`src/rtl/calc_pkg.sv`:
```
// calculator package with character codes, operand widths and parser/alu enums

package calc_pkg;

   // ----------------------------------------------------------------------
   // widths
   // ----------------------------------------------------------------------
   localparam int NIBBLE_W = 4;        // operand width
   localparam int CHAR_W   = 8;        // one ascii byte

   // ----------------------------------------------------------------------
   // character codes
   // ----------------------------------------------------------------------
   // digits are 0x30..0x3f, operand is the low nibble
   localparam logic [CHAR_W-NIBBLE_W-1:0] DIGIT_HI = 4'h3;

   localparam logic [CHAR_W-1:0] CHAR_PLUS  = 8'h2B;   // '+'
   localparam logic [CHAR_W-1:0] CHAR_MINUS = 8'h2D;   // '-'
   localparam logic [CHAR_W-1:0] CHAR_ESC   = 8'h1B;   // sequence abort

   // result char is 010 + carry + sum, so '@' .. '_'
   localparam logic [2:0] RESULT_HI = 3'b010;

   // ----------------------------------------------------------------------
   // enums
   // ----------------------------------------------------------------------
   typedef enum logic {
      OP_ADD = 1'b0,
      OP_SUB = 1'b1
   } calc_op_e;

   // parser position in the digit, digit, operator sequence
   typedef enum logic [1:0] {
      ST_FIRST  = 2'd0,   // waiting for r1
      ST_SECOND = 2'd1,   // waiting for r2
      ST_OPER   = 2'd2    // waiting for '+' or '-'
   } parse_state_e;

endpackage

```
`src/rtl/uart_pkg.sv`:
```
// serial transmit package with 8N1 frame size and transmitter states

package uart_pkg;

   // start + 8 data + stop
   localparam int FRAME_BITS = 10;

   // one state per part of the frame
   typedef enum logic [1:0] {
      TX_IDLE  = 2'd0,   // line high, waiting for a start strobe
      TX_START = 2'd1,   // start bit, line low
      TX_DATA  = 2'd2,   // data bits lsb first
      TX_STOP  = 2'd3    // stop bit, line high
   } tx_state_e;

endpackage

```
`src/rtl/calc_if.sv`:
```
// operation request from the character parser to the nibble alu
`timescale 1ns/1ps

interface calc_if;

   logic                                start;   // one cycle strobe
   calc_pkg::calc_op_e                  op;      // add or sub
   logic [calc_pkg::NIBBLE_W-1:0]       r1;      // first operand
   logic [calc_pkg::NIBBLE_W-1:0]       r2;      // second operand

   // op, r1, r2 only meaningful while start is high
   modport source (output start, output op, output r1, output r2);
   modport sink   (input  start, input  op, input  r1, input  r2);

endinterface

```
`src/rtl/baud_timer.sv`:
```
// bit period timer with a restartable down counter
`timescale 1ns/1ps

module baud_timer #(
   parameter int CLKS_PER_BIT = 16   // 2 or more
) (
   input  logic i_clk,
   input  logic i_rst,
   input  logic i_restart,    // realign to a new frame
   output logic o_bit_tick    // last cycle of each bit period
);

   localparam int CNT_W = (CLKS_PER_BIT > 2) ? $clog2(CLKS_PER_BIT) : 1;
   localparam logic [CNT_W-1:0] RELOAD = CNT_W'(CLKS_PER_BIT - 1);

   logic [CNT_W-1:0] cnt;

   always_ff @(posedge i_clk) begin
      if (i_rst) begin
         cnt <= RELOAD;
      end else if (i_restart || (cnt == '0)) begin
         cnt <= RELOAD;          // reload on restart and on every tick
      end else begin
         cnt <= cnt - 1'b1;
      end
   end

   // first tick CLKS_PER_BIT cycles after restart
   assign o_bit_tick = (cnt == '0);

endmodule

```
`src/rtl/calc_uart_top.sv`:
```
// calculator top level from decoded rx bytes to a serial echo and result stream
`timescale 1ns/1ps

module calc_uart_top #(
   parameter int CLKS_PER_BIT = 16   // serial bit period in CLKOP cycles
) (
   input  logic                        CLKOP,
   input  logic                        i_rst,
   input  logic                        i_rx_valid,
   input  logic [calc_pkg::CHAR_W-1:0] i_rx_data,
   output logic                        o_serial_data,
   output logic                        o_tx_busy,
   output logic                        o_result_valid,   // 2 cycles after operator
   output logic [calc_pkg::CHAR_W-1:0] o_result_char
);

   // ----------------------------------------------------------------------
   // internal connections
   // ----------------------------------------------------------------------
   calc_if u_calc_if ();                      // parser to alu

   logic                        tx_start;
   logic [calc_pkg::CHAR_W-1:0] tx_byte;

   char_parser_fsm u_parser (
      .i_clk      (CLKOP),
      .i_rst      (i_rst),
      .i_rx_valid (i_rx_valid),
      .i_rx_data  (i_rx_data),
      .o_req      (u_calc_if.source)
   );

   nibble_alu u_alu (
      .i_clk       (CLKOP),
      .i_rst       (i_rst),
      .i_req       (u_calc_if.sink),
      .o_res_valid (o_result_valid),
      .o_res_char  (o_result_char)
   );

   // echo first, result queued behind it
   echo_tx_arbiter u_arbiter (
      .i_clk       (CLKOP),
      .i_rst       (i_rst),
      .i_rx_valid  (i_rx_valid),
      .i_rx_data   (i_rx_data),
      .i_res_valid (o_result_valid),
      .i_res_char  (o_result_char),
      .i_tx_busy   (o_tx_busy),
      .o_tx_start  (tx_start),
      .o_tx_byte   (tx_byte)
   );

   uart_tx_serializer #(
      .CLKS_PER_BIT (CLKS_PER_BIT)
   ) u_tx (
      .i_clk         (CLKOP),
      .i_rst         (i_rst),
      .i_tx_start    (tx_start),
      .i_tx_byte     (tx_byte),
      .o_tx_busy     (o_tx_busy),
      .o_serial_data (o_serial_data)
   );

endmodule

```
`src/rtl/char_parser_fsm.sv`:
```
// character parser that collects two digits and an operator and requests an alu op
`timescale 1ns/1ps

module char_parser_fsm (
   input  logic                        i_clk,
   input  logic                        i_rst,
   input  logic                        i_rx_valid,   // byte strobe
   input  logic [calc_pkg::CHAR_W-1:0] i_rx_data,
   calc_if.source                      o_req
);

   calc_pkg::parse_state_e state;

   logic is_digit;
   logic is_plus;
   logic is_minus;
   logic is_esc;

   // ----------------------------------------------------------------------
   // byte classification
   // ----------------------------------------------------------------------
   always_comb begin
      // upper nibble 3 marks a digit
      is_digit = (i_rx_data[calc_pkg::CHAR_W-1:calc_pkg::NIBBLE_W] == calc_pkg::DIGIT_HI);
      is_plus  = (i_rx_data == calc_pkg::CHAR_PLUS);
      is_minus = (i_rx_data == calc_pkg::CHAR_MINUS);
      is_esc   = (i_rx_data == calc_pkg::CHAR_ESC);
   end

   // ----------------------------------------------------------------------
   // sequence state and start strobe
   // ----------------------------------------------------------------------
   always_ff @(posedge i_clk) begin
      if (i_rst) begin
         state       <= calc_pkg::ST_FIRST;
         o_req.start <= 1'b0;
      end else begin
         o_req.start <= 1'b0;                        // default, strobe lasts one cycle
         if (i_rx_valid) begin
            if (is_esc) begin
               state <= calc_pkg::ST_FIRST;          // abort, nothing emitted
            end else begin
               case (state)
                  calc_pkg::ST_FIRST:
                     state <= is_digit ? calc_pkg::ST_SECOND : calc_pkg::ST_FIRST;
                  calc_pkg::ST_SECOND:
                     state <= is_digit ? calc_pkg::ST_OPER : calc_pkg::ST_FIRST;
                  calc_pkg::ST_OPER: begin
                     o_req.start <= is_plus | is_minus;
                     state       <= calc_pkg::ST_FIRST;   // any byte ends the sequence
                  end
                  default:
                     state <= calc_pkg::ST_FIRST;
               endcase
            end
         end
      end
   end

   // operand and opcode capture
   always_ff @(posedge i_clk) begin
      if (i_rx_valid && is_digit && (state == calc_pkg::ST_FIRST)) begin
         o_req.r1 <= i_rx_data[calc_pkg::NIBBLE_W-1:0];
      end
      if (i_rx_valid && is_digit && (state == calc_pkg::ST_SECOND)) begin
         o_req.r2 <= i_rx_data[calc_pkg::NIBBLE_W-1:0];
      end
      if (i_rx_valid && (state == calc_pkg::ST_OPER)) begin
         o_req.op <= is_minus ? calc_pkg::OP_SUB : calc_pkg::OP_ADD;
      end
   end

endmodule

```
`src/rtl/echo_tx_arbiter.sv`:
```
// transmit arbiter that echoes each rx byte and queues one alu result behind it
`timescale 1ns/1ps

module echo_tx_arbiter (
   input  logic                        i_clk,
   input  logic                        i_rst,
   input  logic                        i_rx_valid,   // echo request
   input  logic [calc_pkg::CHAR_W-1:0] i_rx_data,
   input  logic                        i_res_valid,  // result request
   input  logic [calc_pkg::CHAR_W-1:0] i_res_char,
   input  logic                        i_tx_busy,
   output logic                        o_tx_start,
   output logic [calc_pkg::CHAR_W-1:0] o_tx_byte
);

   logic                        pend_q;      // result waiting for the line
   logic [calc_pkg::CHAR_W-1:0] pend_char;
   logic                        issue;

   // send pending result once the serializer is idle
   // o_tx_start high means busy has not risen yet, so hold off that cycle too
   assign issue = pend_q & ~i_tx_busy & ~o_tx_start & ~i_rx_valid;

   // ----------------------------------------------------------------------
   // control
   // ----------------------------------------------------------------------
   always_ff @(posedge i_clk) begin
      if (i_rst) begin
         pend_q     <= 1'b0;
         o_tx_start <= 1'b0;
      end else begin
         o_tx_start <= i_rx_valid | issue;   // echo goes out right away
         if (i_res_valid) begin
            pend_q <= 1'b1;
         end else if (issue) begin
            pend_q <= 1'b0;                  // handed to serializer
         end
      end
   end

   // ----------------------------------------------------------------------
   // data
   // ----------------------------------------------------------------------
   always_ff @(posedge i_clk) begin
      if (i_res_valid) begin
         pend_char <= i_res_char;
      end
      if (i_rx_valid) begin
         o_tx_byte <= i_rx_data;             // echo wins
      end else if (issue) begin
         o_tx_byte <= pend_char;
      end
   end

endmodule

```
`src/rtl/nibble_alu.sv`:
```
// 4-bit add/subtract with carry, result packed into a printable character
`timescale 1ns/1ps

module nibble_alu (
   input  logic                        i_clk,
   input  logic                        i_rst,
   calc_if.sink                        i_req,
   output logic                        o_res_valid,   // one cycle strobe
   output logic [calc_pkg::CHAR_W-1:0] o_res_char
);

   logic [calc_pkg::NIBBLE_W-1:0] opb;      // r2 or its inverse
   logic                          sub_cin;  // +1 for two's complement
   logic [calc_pkg::NIBBLE_W:0]   sum;      // carry & 4-bit sum
   logic [calc_pkg::NIBBLE_W:0]   res_q;

   // r1 + r2, or r1 + ~r2 + 1
   always_comb begin
      sub_cin = (i_req.op == calc_pkg::OP_SUB);
      opb     = sub_cin ? ~i_req.r2 : i_req.r2;
      sum     = {1'b0, i_req.r1} + {1'b0, opb} + {{calc_pkg::NIBBLE_W{1'b0}}, sub_cin};
   end

   always_ff @(posedge i_clk) begin
      if (i_rst) begin
         o_res_valid <= 1'b0;
      end else begin
         o_res_valid <= i_req.start;   // result one cycle after start
      end
   end

   always_ff @(posedge i_clk) begin
      if (i_req.start) begin
         res_q <= sum;                 // for sub, carry high means no borrow
      end
   end

   // '@' .. '_'
   assign o_res_char = {calc_pkg::RESULT_HI, res_q};

endmodule

```
`src/rtl/uart_tx_serializer.sv`:
```
// 8N1 serial transmitter, one frame per start strobe
`timescale 1ns/1ps

module uart_tx_serializer #(
   parameter int CLKS_PER_BIT = 16
) (
   input  logic                        i_clk,
   input  logic                        i_rst,
   input  logic                        i_tx_start,   // ignored while busy
   input  logic [calc_pkg::CHAR_W-1:0] i_tx_byte,
   output logic                        o_tx_busy,
   output logic                        o_serial_data
);

   localparam int DATA_BITS = uart_pkg::FRAME_BITS - 2;   // minus start and stop
   localparam int BIT_CNT_W = $clog2(DATA_BITS);
   localparam logic [BIT_CNT_W-1:0] LAST_BIT = BIT_CNT_W'(DATA_BITS - 1);

   uart_pkg::tx_state_e         state;
   logic [calc_pkg::CHAR_W-1:0] shift_q;
   logic [BIT_CNT_W-1:0]        bit_cnt;   // data bits already on the line
   logic                        restart;
   logic                        bit_tick;

   assign restart   = i_tx_start & (state == uart_pkg::TX_IDLE);
   assign o_tx_busy = (state != uart_pkg::TX_IDLE);   // high from cycle after start

   baud_timer #(
      .CLKS_PER_BIT (CLKS_PER_BIT)
   ) u_baud_timer (
      .i_clk      (i_clk),
      .i_rst      (i_rst),
      .i_restart  (restart),
      .o_bit_tick (bit_tick)
   );

   // ----------------------------------------------------------------------
   // frame sequencer
   // ----------------------------------------------------------------------
   always_ff @(posedge i_clk) begin
      if (i_rst) begin
         state         <= uart_pkg::TX_IDLE;
         o_serial_data <= 1'b1;                    // line idle
         bit_cnt       <= '0;
      end else begin
         case (state)
            uart_pkg::TX_IDLE: begin
               if (i_tx_start) begin
                  o_serial_data <= 1'b0;           // start bit
                  bit_cnt       <= '0;
                  state         <= uart_pkg::TX_START;
               end
            end
            uart_pkg::TX_START: begin
               if (bit_tick) begin
                  o_serial_data <= shift_q[0];     // lsb first
                  state         <= uart_pkg::TX_DATA;
               end
            end
            uart_pkg::TX_DATA: begin
               if (bit_tick) begin
                  if (bit_cnt == LAST_BIT) begin
                     o_serial_data <= 1'b1;        // stop bit
                     state         <= uart_pkg::TX_STOP;
                  end else begin
                     o_serial_data <= shift_q[0];
                     bit_cnt       <= bit_cnt + 1'b1;
                  end
               end
            end
            uart_pkg::TX_STOP: begin
               if (bit_tick) begin
                  state <= uart_pkg::TX_IDLE;      // end of frame
               end
            end
            default: state <= uart_pkg::TX_IDLE;
         endcase
      end
   end

   // shift register, next data bit always in bit 0
   always_ff @(posedge i_clk) begin
      if (restart) begin
         shift_q <= i_tx_byte;
      end else if (bit_tick && (state == uart_pkg::TX_START || state == uart_pkg::TX_DATA)) begin
         shift_q <= {1'b0, shift_q[calc_pkg::CHAR_W-1:1]};
      end
   end

endmodule

```
`config.mk`:
```
export PLATFORM = sky130hd
export DESIGN_NAME = calc_uart_top
export DESIGN_NICKNAME = d
export VERILOG_FILES = /design/src/rtl/calc_pkg.sv /design/src/rtl/uart_pkg.sv /design/src/rtl/calc_if.sv /design/src/rtl/baud_timer.sv /design/src/rtl/calc_uart_top.sv /design/src/rtl/char_parser_fsm.sv /design/src/rtl/echo_tx_arbiter.sv /design/src/rtl/nibble_alu.sv /design/src/rtl/uart_tx_serializer.sv
export SDC_FILE = /design/constraint.sdc
export NUM_CORES = 1
export LEC_CHECK = 0
export BUFFER_PORTS_ARGS = -buffer_cell sky130_fd_sc_hd__buf_4
export CAP_MARGIN = 25
export CORE_MARGIN = 1.5
export CORE_UTILIZATION = 30
export DETAILED_ROUTE_END_ITERATION = 12
export PLACE_DENSITY = 0.45
export SLEW_MARGIN = 20
export SYNTH_ARGS = -nofsm -noshare
export SYNTH_HDL_FRONTEND = slang
export SYNTH_SLANG_ARGS = --single-unit
```
`constraint.sdc`:
```
create_clock -name CLKOP -period 5.15 [get_ports CLKOP]
set_input_delay 0.2575 -clock CLKOP [delete_from_list [all_inputs] [get_ports CLKOP]]
set_output_delay 0.2575 -clock CLKOP [all_outputs]
set_load 0.05 [all_outputs]
```
==> results of run 1 <==
-- routing by layer --
layer / vias up / share of wire / wire [um] / GRT usage
li1: 658 / - / - / -
met1: 661 / 0.48 / 2010 / 0.144
met2: 28 / 0.48 / 2000 / 0.174
met3: 2 / 0.036 / 149 / 0.0285
met4: 0 / 0.0069 / 29 / 0.0365
met5: - / 0 / 0 / 0
-- layout by cell type (no fill, tap or decap), drive strengths merged, types with 2 or more instances in the layout --
master	instances
a2111oi	2
a211oi	2
a21oi	2
and2	3
and3	2
buf	18
clkbuf	6
clkinv	2
conb	3
dfxtp	16
edfxtp	35
ha	12
inv	14
mux2	11
mux2i	4
nand2	9
nand2b	10
nor2	3
nor2b	5
nor4	3
o21ai	3
o21ba	2
o32ai	2
or2	2
or3b	2
xnor2	3
xor2	5
-- path summary, 6_finish.rpt --
path         depth (start not counted)  slack (ns)                                  end
max                                  5        3.32           u_tx.state[1]$_SDFFE_PP0P_
min reg2reg                          1        0.40  u_tx.u_baud_timer.cnt[0]$_SDFF_PP1_
min                                  1        0.17       u_parser.o_req.r1[0]$_DFFE_PP_
max reg2reg                          5        3.32           u_tx.state[1]$_SDFFE_PP0P_
-- state kept, by name, indices dropped and copies added, names as in the netlist --
name and count:
u_alu.o_res_valid 1, u_alu.res_q 5, u_arbiter.o_tx_byte 8, u_arbiter.o_tx_start 1, u_arbiter.pend_char 5, u_arbiter.pend_q 1, u_parser.o_req.op 1, u_parser.o_req.r1 4
u_parser.o_req.r2 4, u_parser.o_req.start 1, u_parser.state 2, u_tx.bit_cnt 3, u_tx.o_serial_data 1, u_tx.shift_q 8, u_tx.state 2, u_tx.u_baud_timer.cnt 4
-- where the power goes --
part / internal [mW] / switching (mW) / total (mW)
clock network: 0.0962 / 0.130 / 0.226
logic: 0.0924 / 0.130 / 0.223
registers: 0.469 / 0.0161 / 0.485
-- layout make-up --
class	instances	share of cell area
Clock buffer	6	0.0274
Multi-Input combinational cell	105	0.332
Sequential cell	51	0.518
Tap cell	99	0.0468
Timing Repair Buffer	18	0.0510
Inverter	14	0.0198
Clock inverter	2	0.00520
-- worst reg2reg max path, delay by kind of cell, from the launching register on --
family,cells,cell delay (ns)
fa+ha+maj,1,0.29
simple gates,1,0.41
mux,1,0.23
compound gates,1,0.34
flops,1,0.39
buf+inv,1,0.10
-- cells by family after synthesis --
group                    count (synthesis)  synth area share
flip-flops                              51             0.588
XOR/XNOR                                 8            0.0300
AO/OA/AOI/OAI                           20            0.0756
multiplexers                            15            0.0703
AND/OR/NAND/NOR                         46             0.123
buffers and inverters                   20            0.0370
other                                    2           0.00322
adder cells (fa/ha/maj)                 13            0.0730
-- through the flow --
step / cells / hold slack, ns / instance area (um^2) / util / power, mW
floorplan: 176 / 0.356 / 2340 / - / 0.663
global placement: 287 / 0.382 / 2560 / 0.348 / 0.714
detailed placement: 287 / 0.385 / 2560 / 0.348 / 0.721
CTS: 295 / 0.157 / 2650 / 0.359 / 0.951
global route: 295 / 0.155 / 2650 / 0.359 / 0.985
finish: 295 / 0.174 / 2650 / 0.359 / 0.933
==> metrics, run 1 <==
status=finished clean; Die ar.=8310 um^2; via/cell ratio=4.57; Worst Path Required=5.37 ns; CP delay by family, top=simple AND/OR/NAND/NOR gates; Syn Area/Cell=13.3 um^2; TritonCTS clock tree=built; Routability Congestion=0.714; slowest stage cell, crit path=or3_1; Max Slew Vio Count=0; Post-Place Worst Slack=3.22 ns; Starting Density=0.316; register area share after synthesis=0.588; DP HPWL=3140 um; via count=1349; Synth cell types=45; CTS Sinks=51; Final Critical Period=1.83 ns; DR pass1 iterations=4; layout cells sized above 1=0.224; nets=219; Register Area=1370 um^2; Power Dens Cells=353 nW/um^2; Final ANT Viol Nets=0; Seq cells post-synth=51; most frequent cells after synthesis=edfxtp_1 (35), dfxtp_1 (16), inv_1 (14), ha_1 (12), mux2_2 (11); area grow syn2layout=13.5%; Hold Vio Cnt, Final=0; Final setup viols=0; FILL cells=736; top cell type's share of synthesized area=0.451; leading cell type by number of instances after synthesis=edfxtp_1; maximum vdd drop=0.0000933 V; number of synthesized flops with an enable pin=35; Clock Latency Late Sink=0.30 ns; CTS root buffer=clkbuf_8; gr usage total=0.109; Worst Path Max Fanout=5; core area=7370 um^2; Worst R2R Start=u_tx.state[0]$_SDFFE_PP0P_; MaxCap Viol Count=0; maximum clock path buffer count=2; initial antenna violation count=0; Netlist Area Pre-Place=2330 um^2; CP startpoint=u_tx.state[0]$_SDFFE_PP0P_; setup TNS=0 ns; worst path arrival time=2.06 ns; H-tree depth=2; CP Buf/Inv Count=1; cts repair resizes=0; async set-reset flop share out of synthesis=0; final period utilization=0.356; Hold Buf Count CTS=0; Setup crit end kind=flop; number of global-route vias before repair=1439; Die Width=91.2 um; row count=31; Slew HR=0.433; largest net degree at the start of global routing=21; synth warn=0; crit start category=flop; ANT cells=0; Worst Hold Class=in -> reg; critical path cell sequence=inv_1, ha_1, or3_1, a221oi_2, mux2i_1; area leader, netlist=edfxtp_1; Clock Skews=0.00865 ns; CTS buffer count=5; total leakage power=1.04 nW; final WL=4190 um; f_max=545 MHz; routed len/inst=14.2 um; Critical Setup Path Class=reg -> reg; multi-input logic area=878 um^2; worst slew pin tran=0.843 ns; Largest stage delay, worst path=0.41 ns; unrepaired setup endpoints after global routing=no; IO Count=22; die height=91.2 um; Clock Pin Slew Worst Setup and Hold Paths=0.09 ns; number of remaining DRC errors=0; commonest register cell after synthesis=edfxtp_1; grt ovf=0; DR iter-0 viols=38; global-route wire length before repair=7000 um; setup bufs post-CTS=0; top post-synthesis cells by area=edfxtp_1 (45%), dfxtp_1 (14%), ha_1 (6.4%); Synth Instances=175; Worst Setup Slack, final=3.32 ns; I/O Buffers=18; HP Start=i_rx_data[0]
No activity file was read; power rests on OpenSTA's default activity.
==> inputs of run 2 (changes only) <==
PLACE_DENSITY = 0.47   (was 0.45)
clock period = 1.5 ns   (was 5.15 ns; I/O delays follow)
==> metrics, run 2 (same netlist as run 1, synthesis figures left out) <==
maximum clock path buffer count=2 (unchanged); gr usage total=0.118 (+0.00862); final hold slack=0.0529 ns (-0.121 ns); Worst Path Required=1.56 ns (-3.81 ns); unrepaired setup endpoints after global routing=yes; routed len/inst=14.0 um (-1.3%); number of remaining DRC errors=0 (unchanged); crit start category=flop; Clock Pin Slew Worst Setup and Hold Paths=0.10 ns (about the same); final period utilization=1.07 (+0.714); core area=7370 um^2 (unchanged); nets=240 (+9.6%); Seq pwr share=0.446 (-0.074); Setup crit end kind=flop; slowest stage cell, crit path=edfxtp_1; Final ANT Viol Nets=0 (unchanged); HP Start=i_rx_data[6]; CTS root buffer=clkbuf_8; Combinational Power Share=0.300 (+0.061); Max Slew Vio Count=0 (unchanged); ANT cells=0 (unchanged); largest net degree at the start of global routing=21 (unchanged); Cell Int Power=2.70 mW (+310%); Worst Setup Slack, final=-0.106 ns (-3.42 ns); TritonCTS clock tree=built; MaxCap Viol Count=0 (unchanged); maximum vdd drop=0.000368 V (+290%); Clock Skews=0.00625 ns (-0.00240 ns); setup TNS=-0.634 ns (-0.634 ns); most frequent CP cell=xor2_1; DP HPWL=3180 um (+1.5%); sw power=1.13 mW (+310%); FILL cells=706 (-4.1%); CTS Sinks=51 (unchanged); IO Count=22 (unchanged); Worst Hold Class=in -> reg; I/O Buffers=18 (unchanged); f_max=623 MHz (+14%); Critical Setup Path Class=reg -> reg; via count=1402 (+3.9%); Regs by FF count=u_arbiter.o_tx_byte: 8 flops, u_tx.shift_q: 8 flops; Clock power frac=0.254 (+0.012); Hold Vio Cnt, Final=0 (unchanged); critical path cell sequence=xor2_1, ha_1, a21oi_1, o21ai_1, xor2_1; number of global-route vias before repair=1533 (+6.5%); grt ovf=0 (unchanged); via/cell ratio=4.44 (-3.0%); CP Buf/Inv Count=0 (-1); Die ar.=8310 um^2 (unchanged); row count=31 (unchanged); global-route wire length before repair=7580 um (+8.2%); Clock Latency Late Sink=0.31 ns (about the same); DR iter-0 viols=35 (-7.9%); DR pass1 iterations=4 (unchanged); final WL=4430 um (+5.8%); Starting Density=0.316 (unchanged); Power Dens Cells=1260 nW/um^2 (+260%); Worst Path Max Fanout=4 (-1); switch share=0.294 (-0.00140); Final Critical Period=1.61 ns (-0.228 ns); most frequent cells in the layout=edfxtp_1 (35), buf_4 (30), dfxtp_1 (12); Die Width=91.2 um (unchanged); failing checks=negative setup slack; CP delay by family, top=flip-flops; worst path arrival time=1.67 ns (-0.39 ns); Worst R2R Start=u_parser.o_req.op$_DFFE_PP_; Final setup viols=8 (+8); status=complete, but fails checks; area grow syn2layout=29.8%; H-tree depth=2 (unchanged); total leakage power=1.16 nW (+12%); Largest stage delay, worst path=0.48 ns (+0.07 ns); Routability Congestion=0.764 (+7.0%); CTS buffer count=5 (unchanged); initial antenna violation count=0 (unchanged); most common cell after layout, fill and taps aside=edfxtp_1; die height=91.2 um (unchanged); layout cells sized above 1=0.406 (+0.181); CP startpoint=u_parser.o_req.op$_DFFE_PP_
==> run 2: cell count changes in the layout (fill, tap and decap cells not counted), moves of 4 or more <==
cell,change
buf_4,+12
buf_6,+4
dfxtp_1,-4
dlygate4sd3_1,+4
ha_1,-8
ha_4,+6
inv_1,-5
==> run 2: per-layer routing <==
layer  GRT usage  part of all wire  up-vias
met5           0                 0        -
met4      0.0352             0.014        0
met3      0.0318             0.028        6
met2       0.201              0.49       19
met1       0.144              0.46      677
li1            -                 -      700
==> run 2: worst paths after layout <==
check / endpoint / slack (ns) / cells past startpoint
worst min-delay path: u_arbiter.o_tx_byte[6]$_SDFFCE_PN1P_ / 0.05 / 2
worst min register to register: u_arbiter.pend_char[1]$_DFFE_PP_ / 0.47 / 0
worst max-delay path: u_alu.res_q[3]$_DFFE_PP_ / -0.11 / 5
worst max register to register: u_alu.res_q[3]$_DFFE_PP_ / -0.11 / 5
==> run 2: final cells by class <==
| cell class | instances | area (um^2) | area share |
|---|---|---|---|
| multi-input cells | 105 | 1020 | 0.337 |
| repair buffers | 39 | 330 | 0.109 |
| clock inverters | 3 | 42.5 | 0.0141 |
| clock buffers | 5 | 68.8 | 0.0227 |
| flip-flops and latches | 51 | 1380 | 0.456 |
| inverters | 14 | 60.1 | 0.0198 |
| well taps | 99 | 124 | 0.0409 |
==> run 2: metrics by stage <==
stage / setup WS [ns] / std cells / utilization / total power [mW] / cell area (um^2)
after floorplan: -0.0199 / 176 / - / 2.41 / 2410
after global placement: -0.100 / 300 / 0.370 / 2.68 / 2730
after global routing: -0.197 / 316 / 0.411 / 4.00 / 3030
after detailed placement: -0.106 / 300 / 0.370 / 2.70 / 2730
final: -0.106 / 316 / 0.411 / 3.83 / 3030
after CTS: -0.130 / 314 / 0.400 / 3.74 / 2950
==> run 2: power groups by stage <==
| stage | clock network (mW) | logic, mW | registers [mW] |
|---|---|---|---|
| 2_1_floorplan | 0 | 0.671 | 1.74 |
| 3_3_place_gp | 0 | 0.972 | 1.71 |
| 3_5_place_dp | 0 | 0.979 | 1.72 |
| 4_1_cts | 0.992 | 1.05 | 1.70 |
| 5_1_grt | 1.05 | 1.23 | 1.72 |
| 6_report | 0.971 | 1.15 | 1.71 |
==> run 2: what timing repair did <==
item / CTS / global route
endpoints found under the setup margin: 33 / 23
endpoints found under the hold margin: 8 / 0
hold buffers: 4 / 0
resized for setup: 15 / 11
buffers inserted: 2 / 2
pin swaps: 4 / 6
==> run 2: worst reg2reg max path: cells and delay by family, from the launching register on <==
| kind | cells | cell delay, ns |
|---|---|---|
| XOR/XNOR | 2 | 0.39 |
| AO/OA/AOI/OAI | 2 | 0.20 |
| adder cells (fa/ha/maj) | 1 | 0.29 |
| flip-flops | 1 | 0.48 |
